`src/source/fdiv_pkg.sv`:
```
package fdiv_pkg;

    localparam int TAG_WIDTH = 5;

    // Number of shift-and-subtract steps: 24 mantissa bits, guard, round and one
    // extra bit for quotients below 1.0.
    localparam int ITER_STEPS = 27;

    localparam logic signed [9:0] EXP_BIAS = 10'sd127;
    localparam logic signed [9:0] EXP_MAX = 10'sd255;

    localparam logic [31:0] CANONICAL_NAN = 32'h7fc00000;

    typedef enum logic [2:0] {
        SPECIAL_NONE,
        SPECIAL_NAN_INVALID,
        SPECIAL_NAN_QUIET,
        SPECIAL_INF,
        SPECIAL_DIV_ZERO,
        SPECIAL_ZERO
    } fdiv_special_e;

    // Same bit order as the RISC-V fflags CSR.
    typedef struct packed {
        logic invalid;
        logic div_zero;
        logic overflow;
        logic underflow;
        logic inexact;
    } fdiv_flags_t;

    typedef struct packed {
        logic [31:0]          a;
        logic [31:0]          b;
        logic [TAG_WIDTH-1:0] tag;
    } fdiv_req_t;

    typedef struct packed {
        logic                 sign;
        logic signed [9:0]    exp;
        logic [23:0]          mant_a;
        logic [23:0]          mant_b;
        fdiv_special_e        special;
        logic [TAG_WIDTH-1:0] tag;
    } fdiv_exp_t;

    typedef struct packed {
        logic                 sign;
        logic signed [9:0]    exp;
        logic [26:0]          quot;
        logic                 sticky;
        fdiv_special_e        special;
        logic [TAG_WIDTH-1:0] tag;
    } fdiv_quot_t;

    typedef struct packed {
        logic [31:0]          result;
        fdiv_flags_t          flags;
        logic [TAG_WIDTH-1:0] tag;
    } fdiv_resp_t;

endpackage

```
`src/source/fdiv_exponent.sv`:
```
`timescale 1ns/1ns

module fdiv_exponent
    import fdiv_pkg::*;
(
    input  logic      clk,
    input  logic      rst,

    input  logic      in_valid,
    output logic      in_ready,
    input  fdiv_req_t in_req,

    output logic      out_valid,
    input  logic      out_ready,
    output fdiv_exp_t out_exp
);

    typedef struct packed {
        logic zero;
        logic inf;
        logic qnan;
        logic snan;
    } op_class_t;

    // Subnormals have a zero exponent field and count as zero.
    function automatic op_class_t classify(input logic [31:0] op);
        op_class_t c;
        c.zero = (op[30:23] == 8'h00);
        c.inf  = (op[30:23] == 8'hff) && (op[22:0] == '0);
        c.qnan = (op[30:23] == 8'hff) && op[22];
        c.snan = (op[30:23] == 8'hff) && !op[22] && (op[21:0] != '0);
        return c;
    endfunction

    op_class_t     cls_a, cls_b;
    fdiv_special_e special;
    fdiv_exp_t     next_exp;

    assign cls_a = classify(in_req.a);
    assign cls_b = classify(in_req.b);

    always_comb begin
        if (cls_a.snan || cls_b.snan) begin
            special = SPECIAL_NAN_INVALID;
        end else if (cls_a.qnan || cls_b.qnan) begin
            special = SPECIAL_NAN_QUIET;
        end else if ((cls_a.zero && cls_b.zero) || (cls_a.inf && cls_b.inf)) begin
            special = SPECIAL_NAN_INVALID;
        end else if (cls_a.inf) begin
            special = SPECIAL_INF;
        end else if (cls_b.zero) begin
            special = SPECIAL_DIV_ZERO;
        end else if (cls_a.zero || cls_b.inf) begin
            special = SPECIAL_ZERO;
        end else begin
            special = SPECIAL_NONE;
        end
    end

    always_comb begin
        next_exp.sign    = in_req.a[31] ^ in_req.b[31];
        next_exp.exp     = signed'({2'b00, in_req.a[30:23]})
                         - signed'({2'b00, in_req.b[30:23]}) + EXP_BIAS;
        next_exp.mant_a  = {1'b1, in_req.a[22:0]};
        next_exp.mant_b  = {1'b1, in_req.b[22:0]};
        next_exp.special = special;
        next_exp.tag     = in_req.tag;
    end

    assign in_ready = !out_valid || out_ready;

    always_ff @(posedge clk) begin
        if (rst) begin
            out_valid <= 1'b0;
        end else if (in_ready) begin
            out_valid <= in_valid;
        end

        if (in_valid && in_ready) begin
            out_exp <= next_exp;
        end
    end

endmodule

```
`src/source/fdiv_iterate.sv`:
```
`timescale 1ns/1ns

module fdiv_iterate
    import fdiv_pkg::*;
(
    input  logic       clk,
    input  logic       rst,

    input  logic       in_valid,
    output logic       in_ready,
    input  fdiv_exp_t  in_exp,

    output logic       out_valid,
    input  logic       out_ready,
    output fdiv_quot_t out_quot
);

    logic [4:0]           counter;
    logic                 accept, advance, last;

    logic [24:0]          rem, step_rem, rem_sub, next_rem;
    logic [23:0]          divisor, step_div;
    logic [26:0]          quot, step_quot, next_quot;
    logic                 ge;

    logic                 hold_sign;
    logic signed [9:0]    hold_exp;
    fdiv_special_e        hold_special;
    logic [TAG_WIDTH-1:0] hold_tag;

    // Idle means no step in progress and no result waiting.
    assign in_ready = (counter == '0) && !out_valid;
    assign accept   = in_valid && in_ready;
    assign advance  = accept || (counter != '0);
    assign last     = (counter == 5'(ITER_STEPS - 1));

    always_comb begin
        if (counter == '0) begin
            step_rem  = {1'b0, in_exp.mant_a};
            step_div  = in_exp.mant_b;
            step_quot = '0;
        end else begin
            step_rem  = rem;
            step_div  = divisor;
            step_quot = quot;
        end

        // One restoring step yields one quotient bit.
        ge        = step_rem >= {1'b0, step_div};
        rem_sub   = ge ? step_rem - {1'b0, step_div} : step_rem;
        next_rem  = rem_sub << 1;
        next_quot = {step_quot[25:0], ge};
    end

    always_ff @(posedge clk) begin
        if (rst) begin
            counter   <= '0;
            out_valid <= 1'b0;
        end else begin
            if (advance) begin
                counter <= last ? '0 : counter + 5'd1;
            end

            if (advance && last) begin
                out_valid <= 1'b1;
            end else if (out_ready) begin
                out_valid <= 1'b0;
            end
        end

        if (advance) begin
            rem  <= next_rem;
            quot <= next_quot;
        end

        if (accept) begin
            divisor      <= in_exp.mant_b;
            hold_sign    <= in_exp.sign;
            hold_exp     <= in_exp.exp;
            hold_special <= in_exp.special;
            hold_tag     <= in_exp.tag;
        end
    end

    always_comb begin
        out_quot.sign    = hold_sign;
        out_quot.exp     = hold_exp;
        out_quot.quot    = quot;
        out_quot.sticky  = (rem != '0);
        out_quot.special = hold_special;
        out_quot.tag     = hold_tag;
    end

endmodule

```
`src/source/fdiv_normalize.sv`:
```
`timescale 1ns/1ns

module fdiv_normalize
    import fdiv_pkg::*;
(
    input  logic       clk,
    input  logic       rst,

    input  logic       in_valid,
    output logic       in_ready,
    input  fdiv_quot_t in_quot,

    output logic       out_valid,
    input  logic       out_ready,
    output fdiv_resp_t out_resp
);

    logic [26:0]       q_norm;
    logic signed [9:0] exp_norm, exp_round;
    logic [23:0]       mant;
    logic              guard, sticky_all, round_up;
    logic [24:0]       mant_round;
    logic [22:0]       frac;
    fdiv_resp_t        next_resp;

    always_comb begin
        // Quotient lies in [0.5, 2); bring the leading one to bit 26.
        if (in_quot.quot[26]) begin
            q_norm   = in_quot.quot;
            exp_norm = in_quot.exp;
        end else begin
            q_norm   = {in_quot.quot[25:0], 1'b0};
            exp_norm = in_quot.exp - 10'sd1;
        end

        mant       = q_norm[26:3];
        guard      = q_norm[2];
        sticky_all = (q_norm[1:0] != '0) || in_quot.sticky;

        // Nearest even.
        round_up   = guard && (sticky_all || mant[0]);
        mant_round = {1'b0, mant} + 25'(round_up);
        exp_round  = exp_norm + 10'(mant_round[24]);
        // A carry-out leaves the fraction bits at zero.
        frac       = mant_round[22:0];
    end

    always_comb begin
        next_resp.tag   = in_quot.tag;
        next_resp.flags = '0;

        case (in_quot.special)
            SPECIAL_NAN_INVALID: begin
                next_resp.result        = CANONICAL_NAN;
                next_resp.flags.invalid = 1'b1;
            end
            SPECIAL_NAN_QUIET: begin
                next_resp.result = CANONICAL_NAN;
            end
            SPECIAL_INF: begin
                next_resp.result = {in_quot.sign, 8'hff, 23'd0};
            end
            SPECIAL_DIV_ZERO: begin
                next_resp.result         = {in_quot.sign, 8'hff, 23'd0};
                next_resp.flags.div_zero = 1'b1;
            end
            SPECIAL_ZERO: begin
                next_resp.result = {in_quot.sign, 31'd0};
            end
            default: begin
                if (exp_round >= EXP_MAX) begin
                    next_resp.result         = {in_quot.sign, 8'hff, 23'd0};
                    next_resp.flags.overflow = 1'b1;
                    next_resp.flags.inexact  = 1'b1;
                end else if (exp_round <= 10'sd0) begin
                    // Flush to zero.
                    next_resp.result          = {in_quot.sign, 31'd0};
                    next_resp.flags.underflow = 1'b1;
                    next_resp.flags.inexact   = 1'b1;
                end else begin
                    next_resp.result        = {in_quot.sign, exp_round[7:0], frac};
                    next_resp.flags.inexact = guard || sticky_all;
                end
            end
        endcase
    end

    assign in_ready = !out_valid || out_ready;

    always_ff @(posedge clk) begin
        if (rst) begin
            out_valid <= 1'b0;
        end else if (in_ready) begin
            out_valid <= in_valid;
        end

        if (in_valid && in_ready) begin
            out_resp <= next_resp;
        end
    end

endmodule

```
`src/source/fdiv_output_stage.sv`:
```
`timescale 1ns/1ns

module fdiv_output_stage
    import fdiv_pkg::*;
#(
    parameter int OUTPUT_REGISTER = 1
)(
    input  logic       clk,
    input  logic       rst,

    input  logic       in_valid,
    output logic       in_ready,
    input  fdiv_resp_t in_resp,

    output logic       out_valid,
    input  logic       out_ready,
    output fdiv_resp_t out_resp
);

    generate
        if (OUTPUT_REGISTER != 0) begin : g_skid
            logic       main_valid, spare_valid;
            fdiv_resp_t main_resp, spare_resp;

            // Only a full spare entry stalls the upstream stage.
            assign in_ready  = !spare_valid;
            assign out_valid = main_valid;
            assign out_resp  = main_resp;

            always_ff @(posedge clk) begin
                if (rst) begin
                    main_valid  <= 1'b0;
                    spare_valid <= 1'b0;
                end else if (out_ready || !main_valid) begin
                    if (spare_valid) begin
                        main_resp   <= spare_resp;
                        spare_valid <= 1'b0;
                    end else begin
                        main_valid <= in_valid;
                        main_resp  <= in_resp;
                    end
                end else if (in_valid && !spare_valid) begin
                    spare_resp  <= in_resp;
                    spare_valid <= 1'b1;
                end
            end
        end else begin : g_bypass
            assign in_ready  = out_ready;
            assign out_valid = in_valid;
            assign out_resp  = in_resp;
        end
    endgenerate

endmodule

```
`src/source/fdiv_unit.sv`:
```
`timescale 1ns/1ns

module fdiv_unit
    import fdiv_pkg::*;
#(
    parameter int OUTPUT_REGISTER = 1
)(
    input  logic       clk,
    input  logic       rst,

    input  logic       in_valid,
    output logic       in_ready,
    input  fdiv_req_t  in_req,

    output logic       out_valid,
    input  logic       out_ready,
    output fdiv_resp_t out_resp
);

    logic       exp_valid, exp_ready;
    fdiv_exp_t  exp_data;

    logic       quot_valid, quot_ready;
    fdiv_quot_t quot_data;

    logic       norm_valid, norm_ready;
    fdiv_resp_t norm_data;

    fdiv_exponent exponent_inst (
        .clk, .rst,
        .in_valid, .in_ready, .in_req,
        .out_valid(exp_valid), .out_ready(exp_ready), .out_exp(exp_data)
    );

    fdiv_iterate iterate_inst (
        .clk, .rst,
        .in_valid(exp_valid), .in_ready(exp_ready), .in_exp(exp_data),
        .out_valid(quot_valid), .out_ready(quot_ready), .out_quot(quot_data)
    );

    fdiv_normalize normalize_inst (
        .clk, .rst,
        .in_valid(quot_valid), .in_ready(quot_ready), .in_quot(quot_data),
        .out_valid(norm_valid), .out_ready(norm_ready), .out_resp(norm_data)
    );

    fdiv_output_stage #(
        .OUTPUT_REGISTER(OUTPUT_REGISTER)
    ) output_stage_inst (
        .clk, .rst,
        .in_valid(norm_valid), .in_ready(norm_ready), .in_resp(norm_data),
        .out_valid, .out_ready, .out_resp
    );

endmodule
```
`config.mk`:
```
export PLATFORM = sky130hd
export DESIGN_NAME = fdiv_unit
export DESIGN_NICKNAME = d
export VERILOG_FILES = /design/src/source/fdiv_pkg.sv /design/src/source/fdiv_exponent.sv /design/src/source/fdiv_iterate.sv /design/src/source/fdiv_normalize.sv /design/src/source/fdiv_output_stage.sv /design/src/source/fdiv_unit.sv
export SDC_FILE = /design/constraint.sdc
export NUM_CORES = 1
export LEC_CHECK = 0
export BUFFER_PORTS_ARGS = -buffer_cell sky130_fd_sc_hd__buf_2
export CORE_ASPECT_RATIO = 0.7
export CORE_MARGIN = 5
export CORE_UTILIZATION = 55
export CTS_BUF_LIST = sky130_fd_sc_hd__clkbuf_4
export DETAILED_ROUTE_END_ITERATION = 7
export GPL_ROUTABILITY_DRIVEN = 0
export GPL_TIMING_DRIVEN = 0
export PLACE_DENSITY = 0.74
export SYNTH_ARGS = -nofsm -noshare
export SYNTH_HDL_FRONTEND = slang
export SYNTH_SLANG_ARGS = --single-unit
```
`constraint.sdc`:
```
create_clock -name clk -period 8.3 [get_ports clk]
set_input_delay 1.245 -clock clk [delete_from_list [all_inputs] [get_ports clk]]
set_output_delay 1.245 -clock clk [all_outputs]
set_load 0.005 [all_outputs]
```
==> flow_summary_export.csv, run 1 <==
group,metric,value,unit
cts,cts_root_buffer,"sky130_fd_sc_hd__clkbuf_4",
sta,finalSetupViolCount,0,
synth,fraction_of_the_yosys_area_taken_by_sequential_cells,0.601,
cells_and_area,drive_above_1_share,0.248,
power_and_ir_drop,static-leakage-power,6.23,nW
cells_and_area,instances_no_fill,1759,
synth,synth_xor_xnor_area_share,0.0381,
sta,timing_hold_violations_final,0,
grt,groute.usage.overall,0.214,
route,drt_pre_antenna_iters,7,
sta,rsz0062_at_grt,"no",
synth,syn-mean-instance-area,12.7,sq um
worst_setup_path,setup.worst_path.end_class,"flop",
sta,min_period,7.41,ns
synth,synth_area_leaders,"sky130_fd_sc_hd__edfxtp_1, sky130_fd_sc_hd__mux2_2, sky130_fd_sc_hd__ha_1, sky130_fd_sc_hd__nand2_1, sky130_fd_sc_hd__mux2i_1",
power_and_ir_drop,power_per_cell_area,347,mW/mm^2
cts,clock_tree_from_tritoncts,"built",
worst_hold_path,hp-class,"reg2reg",
synth,synth_top_flop_cell,"sky130_fd_sc_hd__edfxtp_1",
synth,post_synth_and_or_nand_nor_area_fraction,0.137,
power_and_ir_drop,vdd_drop_max,0.221,mV
synth,yosysTopAreaCell,"sky130_fd_sc_hd__edfxtp_1",
worst_setup_path,setup.worst_path.class,"reg2reg",
worst_setup_path,critical-path-max-stage-delay,0.55,ns
route,via_count,9940,
synth,cell_area_synth,0.0145,sq mm
sta,period_utilisation_layout,0.892,
cts,post_cts_repair_timing_setup_buffer_count,0,
floorplanning,dieHeight,146,microns
worst_setup_path,worst-endpoint-arrival,7.90,ns
cells_and_area,final_common_cell,"sky130_fd_sc_hd__edfxtp_1",
cts,cts_repair_resize_count,0,
run,maxCapViolCount,0,
sta,worst_slew_pin_slew,1.05,ns
worst_setup_path,cp_cell_sequence,"buf_6 > clkbuf_1 > clkbuf_1 > clkbuf_2 > nand2_1 > a21boi_0 > ha_1 > nand3_1 > nor3_1 > and4bb_2 > nand2_1 > or3_1 > nor2_1 > ha_1 > ha_1 > inv_1 > a2111oi_4 > mux2i_1 > xor2_1 > a211oi_1 > nand3_2 > buf_6 > a211oi_2",
sta,fin_worst_skew,0.0362,ns
cts,postCtsHoldBufs,0,
floorplanning,core-area,0.0259,sq mm
cts,clkSinkCount,294,
synth,synth_fa_ha_area_frac,0.0363,
route,antenna_violating_nets_post_route,0,
route,route.detailed.wl_per_inst,18.0,microns
placement,worst_setup_slack_after_placement,0.510,ns
placement,portBuffers,115,
grt,globalRouteOverflowTotal,0,
sta,max_slew_margin,0.297,
placement,place.detailed.hpwl,23.0,mm
floorplanning,io-pin-count,117,
cts,h_tree_depth,3,
floorplanning,std_cell_rows,49,
synth,synth-seq-cells,294,
sta,max_freq,135,MHz
synth,synthDistinctLibCells,76,
floorplanning,total_die_area,0.0298,sq mm
synth,synth.top_cell.area_share,0.587,
status,run_status,"completed",
floorplanning,dieWidth,204,microns
cells_and_area,layout_common_cells,"sky130_fd_sc_hd__edfxtp_1, sky130_fd_sc_hd__nand2_1, sky130_fd_sc_hd__buf_2, sky130_fd_sc_hd__clkbuf_4, sky130_fd_sc_hd__nor2_1",
cells_and_area,area_growth_syn_to_layout,14.5,%
route,wl,31.7,mm
grt,grt_max_degree,66,
synth,synth-edff-count,284,
cells_and_area,number_of_nets_in_the_layout,1457,
placement,place.detailed.instances,1626,
grt,grt_pass1_vias,9990,
worst_setup_path,crit_path_frequent_cell,"sky130_fd_sc_hd__ha_1",
synth,synth_compound_gate_area_share,0.0926,
synth,muxShareOfSynthArea,0.0729,
worst_setup_path,worstPathMaxFanout,19,
route,drc_errors,0,
worst_setup_path,worst_setup_path_start_kind,"flop",
cts,max-clock-path-buffers,3,
power_and_ir_drop,total_power,5.77,mW
grt,grt_antenna_before_repair,1,
cts,clock_latency,0.73,ns
synth,synthArstFlopShare,0,
worst_setup_path,required,8.80,ns
route,avgViaCountPerCell,5.65,
sta,final.setup.worst_slack,0.894,ns
synth,yosys_warnings,0,
cts,number_of_buffers_created_by_cts,73,
cts,clkSlewWorstSetupHoldPaths,0.06,ns
sta,finalMaxSlewViolations,0,
floorplanning,initial_utilization,0.562,
synth,syn_nets,1257,
worst_setup_path,cpMaxStageDelayCell,"sky130_fd_sc_hd__nor3_1",
grt,wire_length_of_the_first_global_routing_pass,51.3,mm
synth,synth_cells,1143,
route,drt_first_iter_violations,901,
synth,combinational_family_with_the_most_area_after_synthesis,"simple AND/OR/NAND/NOR gates",
==> cell families (layout without fill, tap and decap cells) <==
kind of cell             count (synthesis)  count (layout)
flip-flops                             294             294
XOR/XNOR                                59              59
multiplexers                            98              98
other                                    0               3
adder cells (fa/ha/maj)                 41              41
buffers and inverters                   77             333
AO/OA/AOI/OAI                          192             192
AND/OR/NAND/NOR                        382             382
==> where the power goes <==
part	leakage [nW]	internal (mW)	switching, mW
logic	2.90	0.967	1.44
registers	2.78	2.01	0.162
clock network	0.544	0.611	0.575
==> state kept, by name, summed over array words and instances (netlist names) <==
name                                  flops
exponent_inst.out_exp                    65
exponent_inst.out_valid                   1
iterate_inst.counter                      5
iterate_inst.divisor                     23
iterate_inst.hold_exp                    10
iterate_inst.hold_sign                    1
iterate_inst.hold_special                 3
iterate_inst.hold_tag                     5
iterate_inst.out_valid                    1
iterate_inst.quot                        27
iterate_inst.rem                         24
normalize_inst.out_resp                  42
normalize_inst.out_valid                  1
output_stage_inst.g_skid.spare_resp      42
output_stage_inst.g_skid.spare_valid      1
output_stage_inst.out_resp               42
output_stage_inst.out_valid               1
==> cell usage after synthesis (8+ instances only) <==
| cell | count |
|---|---|
| sky130_fd_sc_hd__a21boi_0 | 10 |
| sky130_fd_sc_hd__nand2_1 | 125 |
| sky130_fd_sc_hd__o21a_1 | 9 |
| sky130_fd_sc_hd__nor4_1 | 23 |
| sky130_fd_sc_hd__xnor2_1 | 32 |
| sky130_fd_sc_hd__a211oi_1 | 16 |
| sky130_fd_sc_hd__nor2_1 | 70 |
| sky130_fd_sc_hd__edfxtp_1 | 284 |
| sky130_fd_sc_hd__nor3_1 | 16 |
| sky130_fd_sc_hd__nor2b_1 | 19 |
| sky130_fd_sc_hd__a211oi_2 | 8 |
| sky130_fd_sc_hd__nand3_1 | 21 |
| sky130_fd_sc_hd__xor2_1 | 25 |
| sky130_fd_sc_hd__clkbuf_1 | 27 |
| sky130_fd_sc_hd__nand4_1 | 15 |
| sky130_fd_sc_hd__dfxtp_1 | 10 |
| sky130_fd_sc_hd__a21o_1 | 10 |
| sky130_fd_sc_hd__ha_1 | 39 |
| sky130_fd_sc_hd__a21oi_1 | 55 |
| sky130_fd_sc_hd__mux2i_1 | 35 |
| sky130_fd_sc_hd__inv_1 | 32 |
| sky130_fd_sc_hd__mux2_2 | 61 |
| sky130_fd_sc_hd__and2_1 | 35 |
| sky130_fd_sc_hd__a31oi_1 | 8 |
| sky130_fd_sc_hd__o21ai_0 | 27 |
==> path summary, 6_finish.rpt <==
path | startpoint | end | slack, ns | depth (start not counted)
worst max-delay path | iterate_inst.quot[26] | normalize_inst.out_resp[16] | 0.89 | 23
worst min-delay path | exponent_inst.out_exp[5] | iterate_inst.hold_special[0] | 0.40 | 0
worst max register to register | iterate_inst.quot[26] | normalize_inst.out_resp[16] | 0.89 | 23
worst min register to register | exponent_inst.out_exp[5] | iterate_inst.hold_special[0] | 0.40 | 0
==> critical path, delay by kind of cell (launching register included) <==
family | cells | cell delay (ns)
multiplexers | 1 | 0.35
flip-flops | 1 | 0.34
adder cells (fa/ha/maj) | 3 | 0.81
XOR/XNOR | 1 | 0.12
buffers and inverters | 6 | 1.89
AO/OA/AOI/OAI | 4 | 1.39
AND/OR/NAND/NOR | 8 | 2.29
==> metal layers <==
| metal | global-route usage | vias up | routed length (microns) |
|---|---|---|---|
| met3 | 0.0446 | 52 | 2260 |
| met1 | 0.320 | 4729 | 15000 |
| met5 | 0 | - | 0 |
| met2 | 0.314 | 384 | 13900 |
| li1 | - | 4775 | - |
| met4 | 0.0737 | 0 | 571 |
==> layout make-up <==
class,count,area [sq um]
clock buffer,104,781
timing repair buffer,126,698
antenna,3,7.51
clock inverter,27,133
buffer,43,196
multi-input combinational,772,5520
fill,2040,9240
tap,357,447
sequential,294,8730
inverter,33,124
==> per-stage QoR <==
| step | utilization | hold slack [ns] | instance area, sq um | TNS, ns |
|---|---|---|---|---|
| after global placement | 0.601 | 0.401 | 15600 | -73.22 |
| after global routing | 0.643 | 0.393 | 16600 | 0 |
| after floorplan | - | 0.400 | 14500 | 0 |
| final | 0.643 | 0.402 | 16600 | 0 |
| after CTS | 0.643 | 0.400 | 16600 | 0 |
| after detailed placement | 0.608 | 0.405 | 15700 | 0 |
Power figures use the tool's default switching activity.
==> inputs of run 2 (changes only) <==
- ABC_AREA: unset -> 1
==> run 2 against run 1 <==
Design area decreased by 0.75%; clock skew grew 0.0077 ns; clock-buffer cell count is 8 lower; fmax up 63%; sequential cell count unchanged; total power increased by 4.5%; routed wire length decreased by 3.1%; global-route usage down 0.67 points; cell count rose by 14%; area after synthesis shrank 0.47%; highest routed layer unchanged.
==> flow_summary_export.csv, run 2 <==
group,metric,value,unit
synth,post_synth_most_frequent_cells,"sky130_fd_sc_hd__nand2_1, sky130_fd_sc_hd__edfxtp_1, sky130_fd_sc_hd__inv_1",
cells_and_area,area_growth_syn_to_layout,14.2,%
route,wl,30.7,mm
worst_setup_path,reg_to_reg_startpoint,"iterate_inst.counter[0]",
worst_setup_path,logic_depth_of_the_worst_register_to_register_path,19,
sta,setup_total_negative_slack,0,ns
cts,postCtsHoldBufs,0,
cells_and_area,layout_common_cells,"sky130_fd_sc_hd__nand2_1, sky130_fd_sc_hd__edfxtp_1, sky130_fd_sc_hd__inv_1, sky130_fd_sc_hd__nor2_1, sky130_fd_sc_hd__buf_2",
power_and_ir_drop,total_power,6.02,mW
synth,cell_area_synth,0.0145,sq mm
cts,clkSlewWorstSetupHoldPaths,0.07,ns
placement,portBuffers,116,
grt,grt_antenna_before_repair,1,
route,via_count,10500,
worst_setup_path,setup.worst_path.end_class,"flop",
synth,yosys_warnings,0,
worst_setup_path,regToRegSetupSlack,3.77,ns
floorplanning,std_cell_rows,49,
route,drt_pre_antenna_iters,5,
worst_setup_path,critical-path-max-stage-delay,0.61,ns
cts,cts_repair_resize_count,0,
sta,max_slew_margin,0.416,
synth,synthDistinctLibCells,54,
synth,synthArstFlopShare,0,
placement,worst_setup_slack_after_placement,3.87,ns
synth,synth-seq-cells,294,
synth,synth_area_leaders,"sky130_fd_sc_hd__edfxtp_1, sky130_fd_sc_hd__nand2_1, sky130_fd_sc_hd__inv_1, sky130_fd_sc_hd__ha_1, sky130_fd_sc_hd__nor2_1",
synth,fraction_of_the_yosys_area_taken_by_sequential_cells,0.604,
worst_setup_path,crit_path_frequent_cell,"sky130_fd_sc_hd__nand2_1",
floorplanning,dieWidth,204,microns
cts,h_tree_depth,3,
worst_hold_path,hp-class,"reg2reg",
route,antenna_violating_nets_post_route,0,
cells_and_area,number_of_nets_in_the_layout,1727,
sta,period_utilisation_layout,0.546,
route,route.detailed.wl_per_inst,15.3,microns
worst_setup_path,worstPathMaxFanout,10,
power_and_ir_drop,static-leakage-power,6.85,nW
floorplanning,core-area,0.0258,sq mm
grt,wire_length_of_the_first_global_routing_pass,50.1,mm
grt,groute.usage.overall,0.207,
placement,place.detailed.hpwl,22.9,mm
cells_and_area,top_register,"exponent_inst.out_exp",
floorplanning,initial_utilization,0.560,
worst_setup_path,required,8.72,ns
floorplanning,io-pin-count,117,
grt,grt_pass1_vias,10400,
sta,fin_worst_skew,0.0439,ns
synth,synth_cells,1413,
cts,clock_latency,0.69,ns
cells_and_area,largest_register_ffs,65,
cells_and_area,drive_above_1_share,0.190,
worst_setup_path,worst_setup_path_start_kind,"flop",
floorplanning,total_die_area,0.0297,sq mm
sta,finalSetupViolCount,0,
cells_and_area,final_common_cell,"sky130_fd_sc_hd__nand2_1",
synth,syn_nets,1527,
cts,max-clock-path-buffers,3,
worst_setup_path,worst-endpoint-arrival,4.95,ns
cts,cts_root_buffer,"sky130_fd_sc_hd__clkbuf_4",
synth,syn-mean-instance-area,10.2,sq um
route,avgViaCountPerCell,5.23,
sta,worst_hold_slack,0.402,ns
worst_setup_path,setup.worst_path.class,"reg2reg",
grt,grt_max_degree,41,
synth,synth-edff-count,284,
synth,synth_top_flop_cell,"sky130_fd_sc_hd__edfxtp_1",
synth,synth.top_cell.area_share,0.590,
sta,min_period,4.53,ns
sta,rsz0062_at_grt,"no",
synth,yosysTopAreaCell,"sky130_fd_sc_hd__edfxtp_1",
worst_setup_path,r2r-end,"iterate_inst.rem[19]",
sta,worst_slew_pin_slew,0.872,ns
status,run_status,"completed",
worst_setup_path,endpoint,"iterate_inst.rem[19]",
power_and_ir_drop,vdd_drop_max,0.187,mV
cts,post_cts_repair_timing_setup_buffer_count,0,
route,drc_errors,0,
route,drt_first_iter_violations,958,
synth,yosys.cell_count.top_type,"sky130_fd_sc_hd__nand2_1",
run,maxCapViolCount,0,
cts,number_of_buffers_created_by_cts,73,
cts,clock_tree_from_tritoncts,"built",
worst_setup_path,cpMaxStageDelayCell,"sky130_fd_sc_hd__o21ai_0",
sta,max_freq,221,MHz
cts,clkSinkCount,294,
floorplanning,dieHeight,146,microns
sta,finalMaxSlewViolations,0,
sta,final.setup.worst_slack,3.77,ns
sta,timing_hold_violations_final,0,
worst_setup_path,cp_cell_sequence,"inv_1 > ha_1 > nand4_1 > inv_2 > clkbuf_1 > buf_1 > nand2_1 > ha_1 > fa_1 > o21ai_0 > nand2_1 > nand2_1 > nand2_1 > nand2_1 > a21boi_0 > nor2_1 > nor2_1 > xor2_1 > o21ai_0",
grt,globalRouteOverflowTotal,0,
worst_setup_path,critPathLaunch,"iterate_inst.counter[0]",
power_and_ir_drop,power_per_cell_area,365,mW/mm^2
[run 2: cells by family (layout without fill, tap and decap cells)]
family,count (synthesis),after routing,synth area share
AOI/OAI and AO/OA,135,135,0.0530
xor gates and xnor gates,49,49,0.0297
adders and majority gates,41,41,0.0365
buffers and inverters,174,407,0.0501
DFF,294,294,0.604
muxes,21,21,0.0145
other,0,1,0
and+or+nand+nor,699,699,0.213
[run 2: layout make-up]
class                           instances  area, sq um
Timing Repair Buffer                  125          738
Clock buffer                           96          721
Sequential cell                       294         8730
Clock inverter                         12          104
Fill cell                            2090         9300
Inverter                              140          528
Multi-Input combinational cell        945         5050
Tap cell                              357          447
Antenna cell                            1         2.50
Buffer                                 34          196
[run 2: through the flow]
stage / cell area, sq um / cells / util
after global placement: 15500 / 1886 / 0.600
after detailed placement: 15700 / 1895 / 0.608
after global routing: 16500 / 2004 / 0.640
final: 16500 / 2004 / 0.640
after floorplan: 14500 / 1413 / -
after CTS: 16500 / 2003 / 0.640
[run 2: worst max-delay path: cells and delay by family (launching register included)]
family / cells / cell delay [ns]
AOI/OAI and AO/OA: 3 / 0.87
xor gates and xnor gates: 1 / 0.12
adders and majority gates: 3 / 0.83
buffers and inverters: 4 / 1.15
DFF: 1 / 0.33
and+or+nand+nor: 8 / 0.94
[run 2: worst min-delay path by stage]
stage | start | to | cells past startpoint
floorplan | exponent_inst.out_exp[56] | iterate_inst.hold_exp[0] | 0
global placement | exponent_inst.out_exp[62] | iterate_inst.hold_exp[6] | 0
detailed placement | exponent_inst.out_exp[58] | iterate_inst.hold_exp[2] | 0
CTS | exponent_inst.out_exp[61] | iterate_inst.hold_exp[5] | 0
global route | exponent_inst.out_exp[61] | iterate_inst.hold_exp[5] | 0
finish | exponent_inst.out_exp[61] | iterate_inst.hold_exp[5] | 0
[run 2: report_power, final]
group / switching (mW) / internal [mW]
sequential: 0.0996 / 2.03
clock: 0.539 / 0.592
combinational: 1.84 / 0.915
total: 2.48 / 3.54
[run 2: per-layer routing]
layer | vias to the layer above | part of all wire | global-route usage
met1 | 4831 | 0.48 | 0.314
met2 | 381 | 0.43 | 0.306
met3 | 36 | 0.077 | 0.0437
met4 | 0 | 0.012 | 0.0559
met5 | - | 0 | 0
li1 | 5225 | - | -
==> inputs of run 3 (changes only) <==
- clock period: 8.3 -> 4.5 ns (I/O delays scaled with it)
==> run 3 against run 2 <==
Worst setup slack worse by 3.6 ns; cell count up 1.6%; worst hold slack worse by 0.24 ns; critical path depth up 11; clock-buffer cell count up 15; sequential cell count unchanged; register-to-register slack worse by 3.6 ns; clock skew down 0.00063 ns; sequential share of layout area down 1.9 points; largest cell class unchanged; highest routed layer unchanged.
==> flow_summary_export.csv, run 3 (synthesis gave the netlist of run 2 again) <==
group,metric,value,unit
worst_setup_path,setup.worst_path.class,"reg2reg",
cells_and_area,area_growth_syn_to_layout,18.5,%
cts,clock_tree_from_tritoncts,"built",
worst_setup_path,worst-endpoint-arrival,4.79,ns
worst_setup_path,cpMaxStageDelayCell,"sky130_fd_sc_hd__edfxtp_1",
grt,grt_pass1_vias,10200,
grt,grt_antenna_before_repair,1,
power_and_ir_drop,static-leakage-power,7.09,nW
route,wl,31.3,mm
floorplanning,io-pin-count,117,
floorplanning,dieWidth,204,microns
cts,clkSlewWorstSetupHoldPaths,0.06,ns
worst_setup_path,required,4.91,ns
route,drt_first_iter_violations,959,
sta,final.setup.worst_slack,0.122,ns
worst_hold_path,hp-class,"in2reg",
floorplanning,initial_utilization,0.560,
status,run_status,"completed",
power_and_ir_drop,power_per_cell_area,677,mW/mm^2
cts,max-clock-path-buffers,3,
cells_and_area,final_common_cell,"sky130_fd_sc_hd__nand2_1",
cells_and_area,number_of_nets_in_the_layout,1745,
cells_and_area,postLayoutCellArea,0.0171,sq mm
worst_setup_path,crit_path_frequent_cell,"sky130_fd_sc_hd__nor2_4",
cts,number_of_buffers_created_by_cts,74,
worst_setup_path,critical_path.top_delay_family,"simple AND/OR/NAND/NOR gates",
floorplanning,core-area,0.0258,sq mm
placement,worst_setup_slack_after_placement,-0.0484,ns
route,avgViaCountPerCell,5.20,
sta,setup_total_negative_slack,0,ns
cts,h_tree_depth,3,
sta,finalSetupViolCount,0,
route,via_count,10600,
cts,clkSinkCount,294,
cells_and_area,final_core_utilization,0.664,
sta,fin_worst_skew,0.0433,ns
worst_setup_path,critical-path-max-stage-delay,0.37,ns
cells_and_area,seq_cell_area,0.00873,sq mm
worst_setup_path,worst_setup_path_start_kind,"flop",
sta,finalMaxSlewViolations,0,
grt,wire_length_of_the_first_global_routing_pass,49.7,mm
floorplanning,total_die_area,0.0297,sq mm
cells_and_area,fill_cells,1983,
worst_setup_path,worstPathMaxFanout,7,
sta,worst_slew_pin_slew,0.689,ns
floorplanning,dieHeight,146,microns
sta,timing_hold_violations_final,0,
cts,clock_latency,0.70,ns
sta,rsz0062_at_grt,"yes",
cells_and_area,drive_above_1_share,0.232,
placement,dpl-instance-area,0.0157,sq mm
worst_setup_path,cp_buf_inv_count,6,
worst_setup_path,setup.worst_path.end_class,"flop",
route,route.detailed.wl_per_inst,15.4,microns
route,drt_pre_antenna_iters,5,
power_and_ir_drop,vdd_drop_max,0.376,mV
cells_and_area,top_register,"exponent_inst.out_exp",
sta,max_slew_margin,0.536,
sta,min_period,4.38,ns
cts,cts_root_buffer,"sky130_fd_sc_hd__clkbuf_4",
cells_and_area,largest_register_ffs,65,
grt,grt_max_degree,41,
worst_setup_path,regToRegSetupSlack,0.12,ns
cells_and_area,layout_common_cells,"sky130_fd_sc_hd__nand2_1, sky130_fd_sc_hd__edfxtp_1, sky130_fd_sc_hd__inv_1, sky130_fd_sc_hd__buf_2, sky130_fd_sc_hd__nor2_1",
grt,globalRouteOverflowTotal,0,
route,antenna_violating_nets_post_route,0,
route,drc_errors,0,
sta,max_freq,228,MHz
sta,period_utilisation_layout,0.973,
sta,worst_hold_slack,0.165,ns
floorplanning,std_cell_rows,49,
placement,portBuffers,116,
grt,groute.usage.overall,0.206,
cells_and_area,area_of_the_multi_input_gates,0.00536,sq mm
placement,place.detailed.hpwl,22.9,mm
run,maxCapViolCount,0,
[run 3: changes by cell type in the layout (fill, tap and decap cells not counted), moves of 5 or more]
cell	previous run	this run
sky130_fd_sc_hd__buf_4	4	19
sky130_fd_sc_hd__clkbuf_2	0	5
sky130_fd_sc_hd__clkbuf_4	96	111
sky130_fd_sc_hd__inv_1	131	126
sky130_fd_sc_hd__nand2_1	415	397
sky130_fd_sc_hd__nand2_2	7	21
sky130_fd_sc_hd__nand3_1	43	38
sky130_fd_sc_hd__nor2_1	126	117
sky130_fd_sc_hd__nor2_4	7	17
sky130_fd_sc_hd__nor3_2	17	12
sky130_fd_sc_hd__nor3_4	0	5
[run 3: layout make-up]
type,instances,area share
Antenna cell,1,0.000146
Buffer,34,0.0128
Clock buffer,111,0.0486
Clock inverter,13,0.00745
Inverter,140,0.0310
Multi-Input combinational cell,946,0.313
Sequential cell,294,0.509
Tap cell,357,0.0261
Timing Repair Buffer,141,0.0518
[run 3: path summary, 6_finish.rpt]
kind | from | end | depth (start not counted)
setup reg to reg | iterate_inst.quot[26] | normalize_inst.out_resp[35] | 30
hold reg to reg | exponent_inst.out_exp[56] | iterate_inst.hold_exp[0] | 0
setup / recovery | iterate_inst.quot[26] | normalize_inst.out_resp[35] | 30
hold / removal | in_req[49] | exponent_inst.out_exp[44] | 1
[run 3: metrics by stage]
stage	instances	total power, mW
2_1_floorplan	1413	7.66
3_3_place_gp	1886	8.75
3_5_place_dp	1894	8.94
4_1_cts	2018	11.3
5_1_grt	2037	12.5
6_report	2037	11.6
[run 3: where the power goes]
part	internal, mW	leakage (nW)	total (mW)	switching (mW)
Sequential	3.75	2.78	3.94	0.190
Clock	1.29	0.574	2.30	1.02
Combinational	1.83	3.73	5.36	3.52
Total	6.88	7.09	11.6	4.73
[run 3: what timing repair did]
item | 4_1_cts | 5_1_grt
pin swaps | 0 | 34
setup endpoints to repair | 1 | 56
gates resized for setup | 1 | 90
hold buffers | 0 | 0
hold endpoints to repair | 0 | 0
setup buffers | 0 | 15
gates cloned | 0 | 3
[run 3: layer usage]
layer,wire (microns),global-route usage
met1,14700,0.310
met2,13700,0.298
met3,2510,0.0503
met4,427,0.0637
met5,0,0
[run 3: worst reg2reg max path: cells and delay by family, from the launching register on]
| family | cells | cell delay (ns) |
|---|---|---|
| and+or+nand+nor | 19 | 2.32 |
| buffers and inverters | 6 | 0.61 |
| adders and majority gates | 3 | 0.58 |
| DFF | 1 | 0.37 |
| AOI/OAI and AO/OA | 2 | 0.23 |
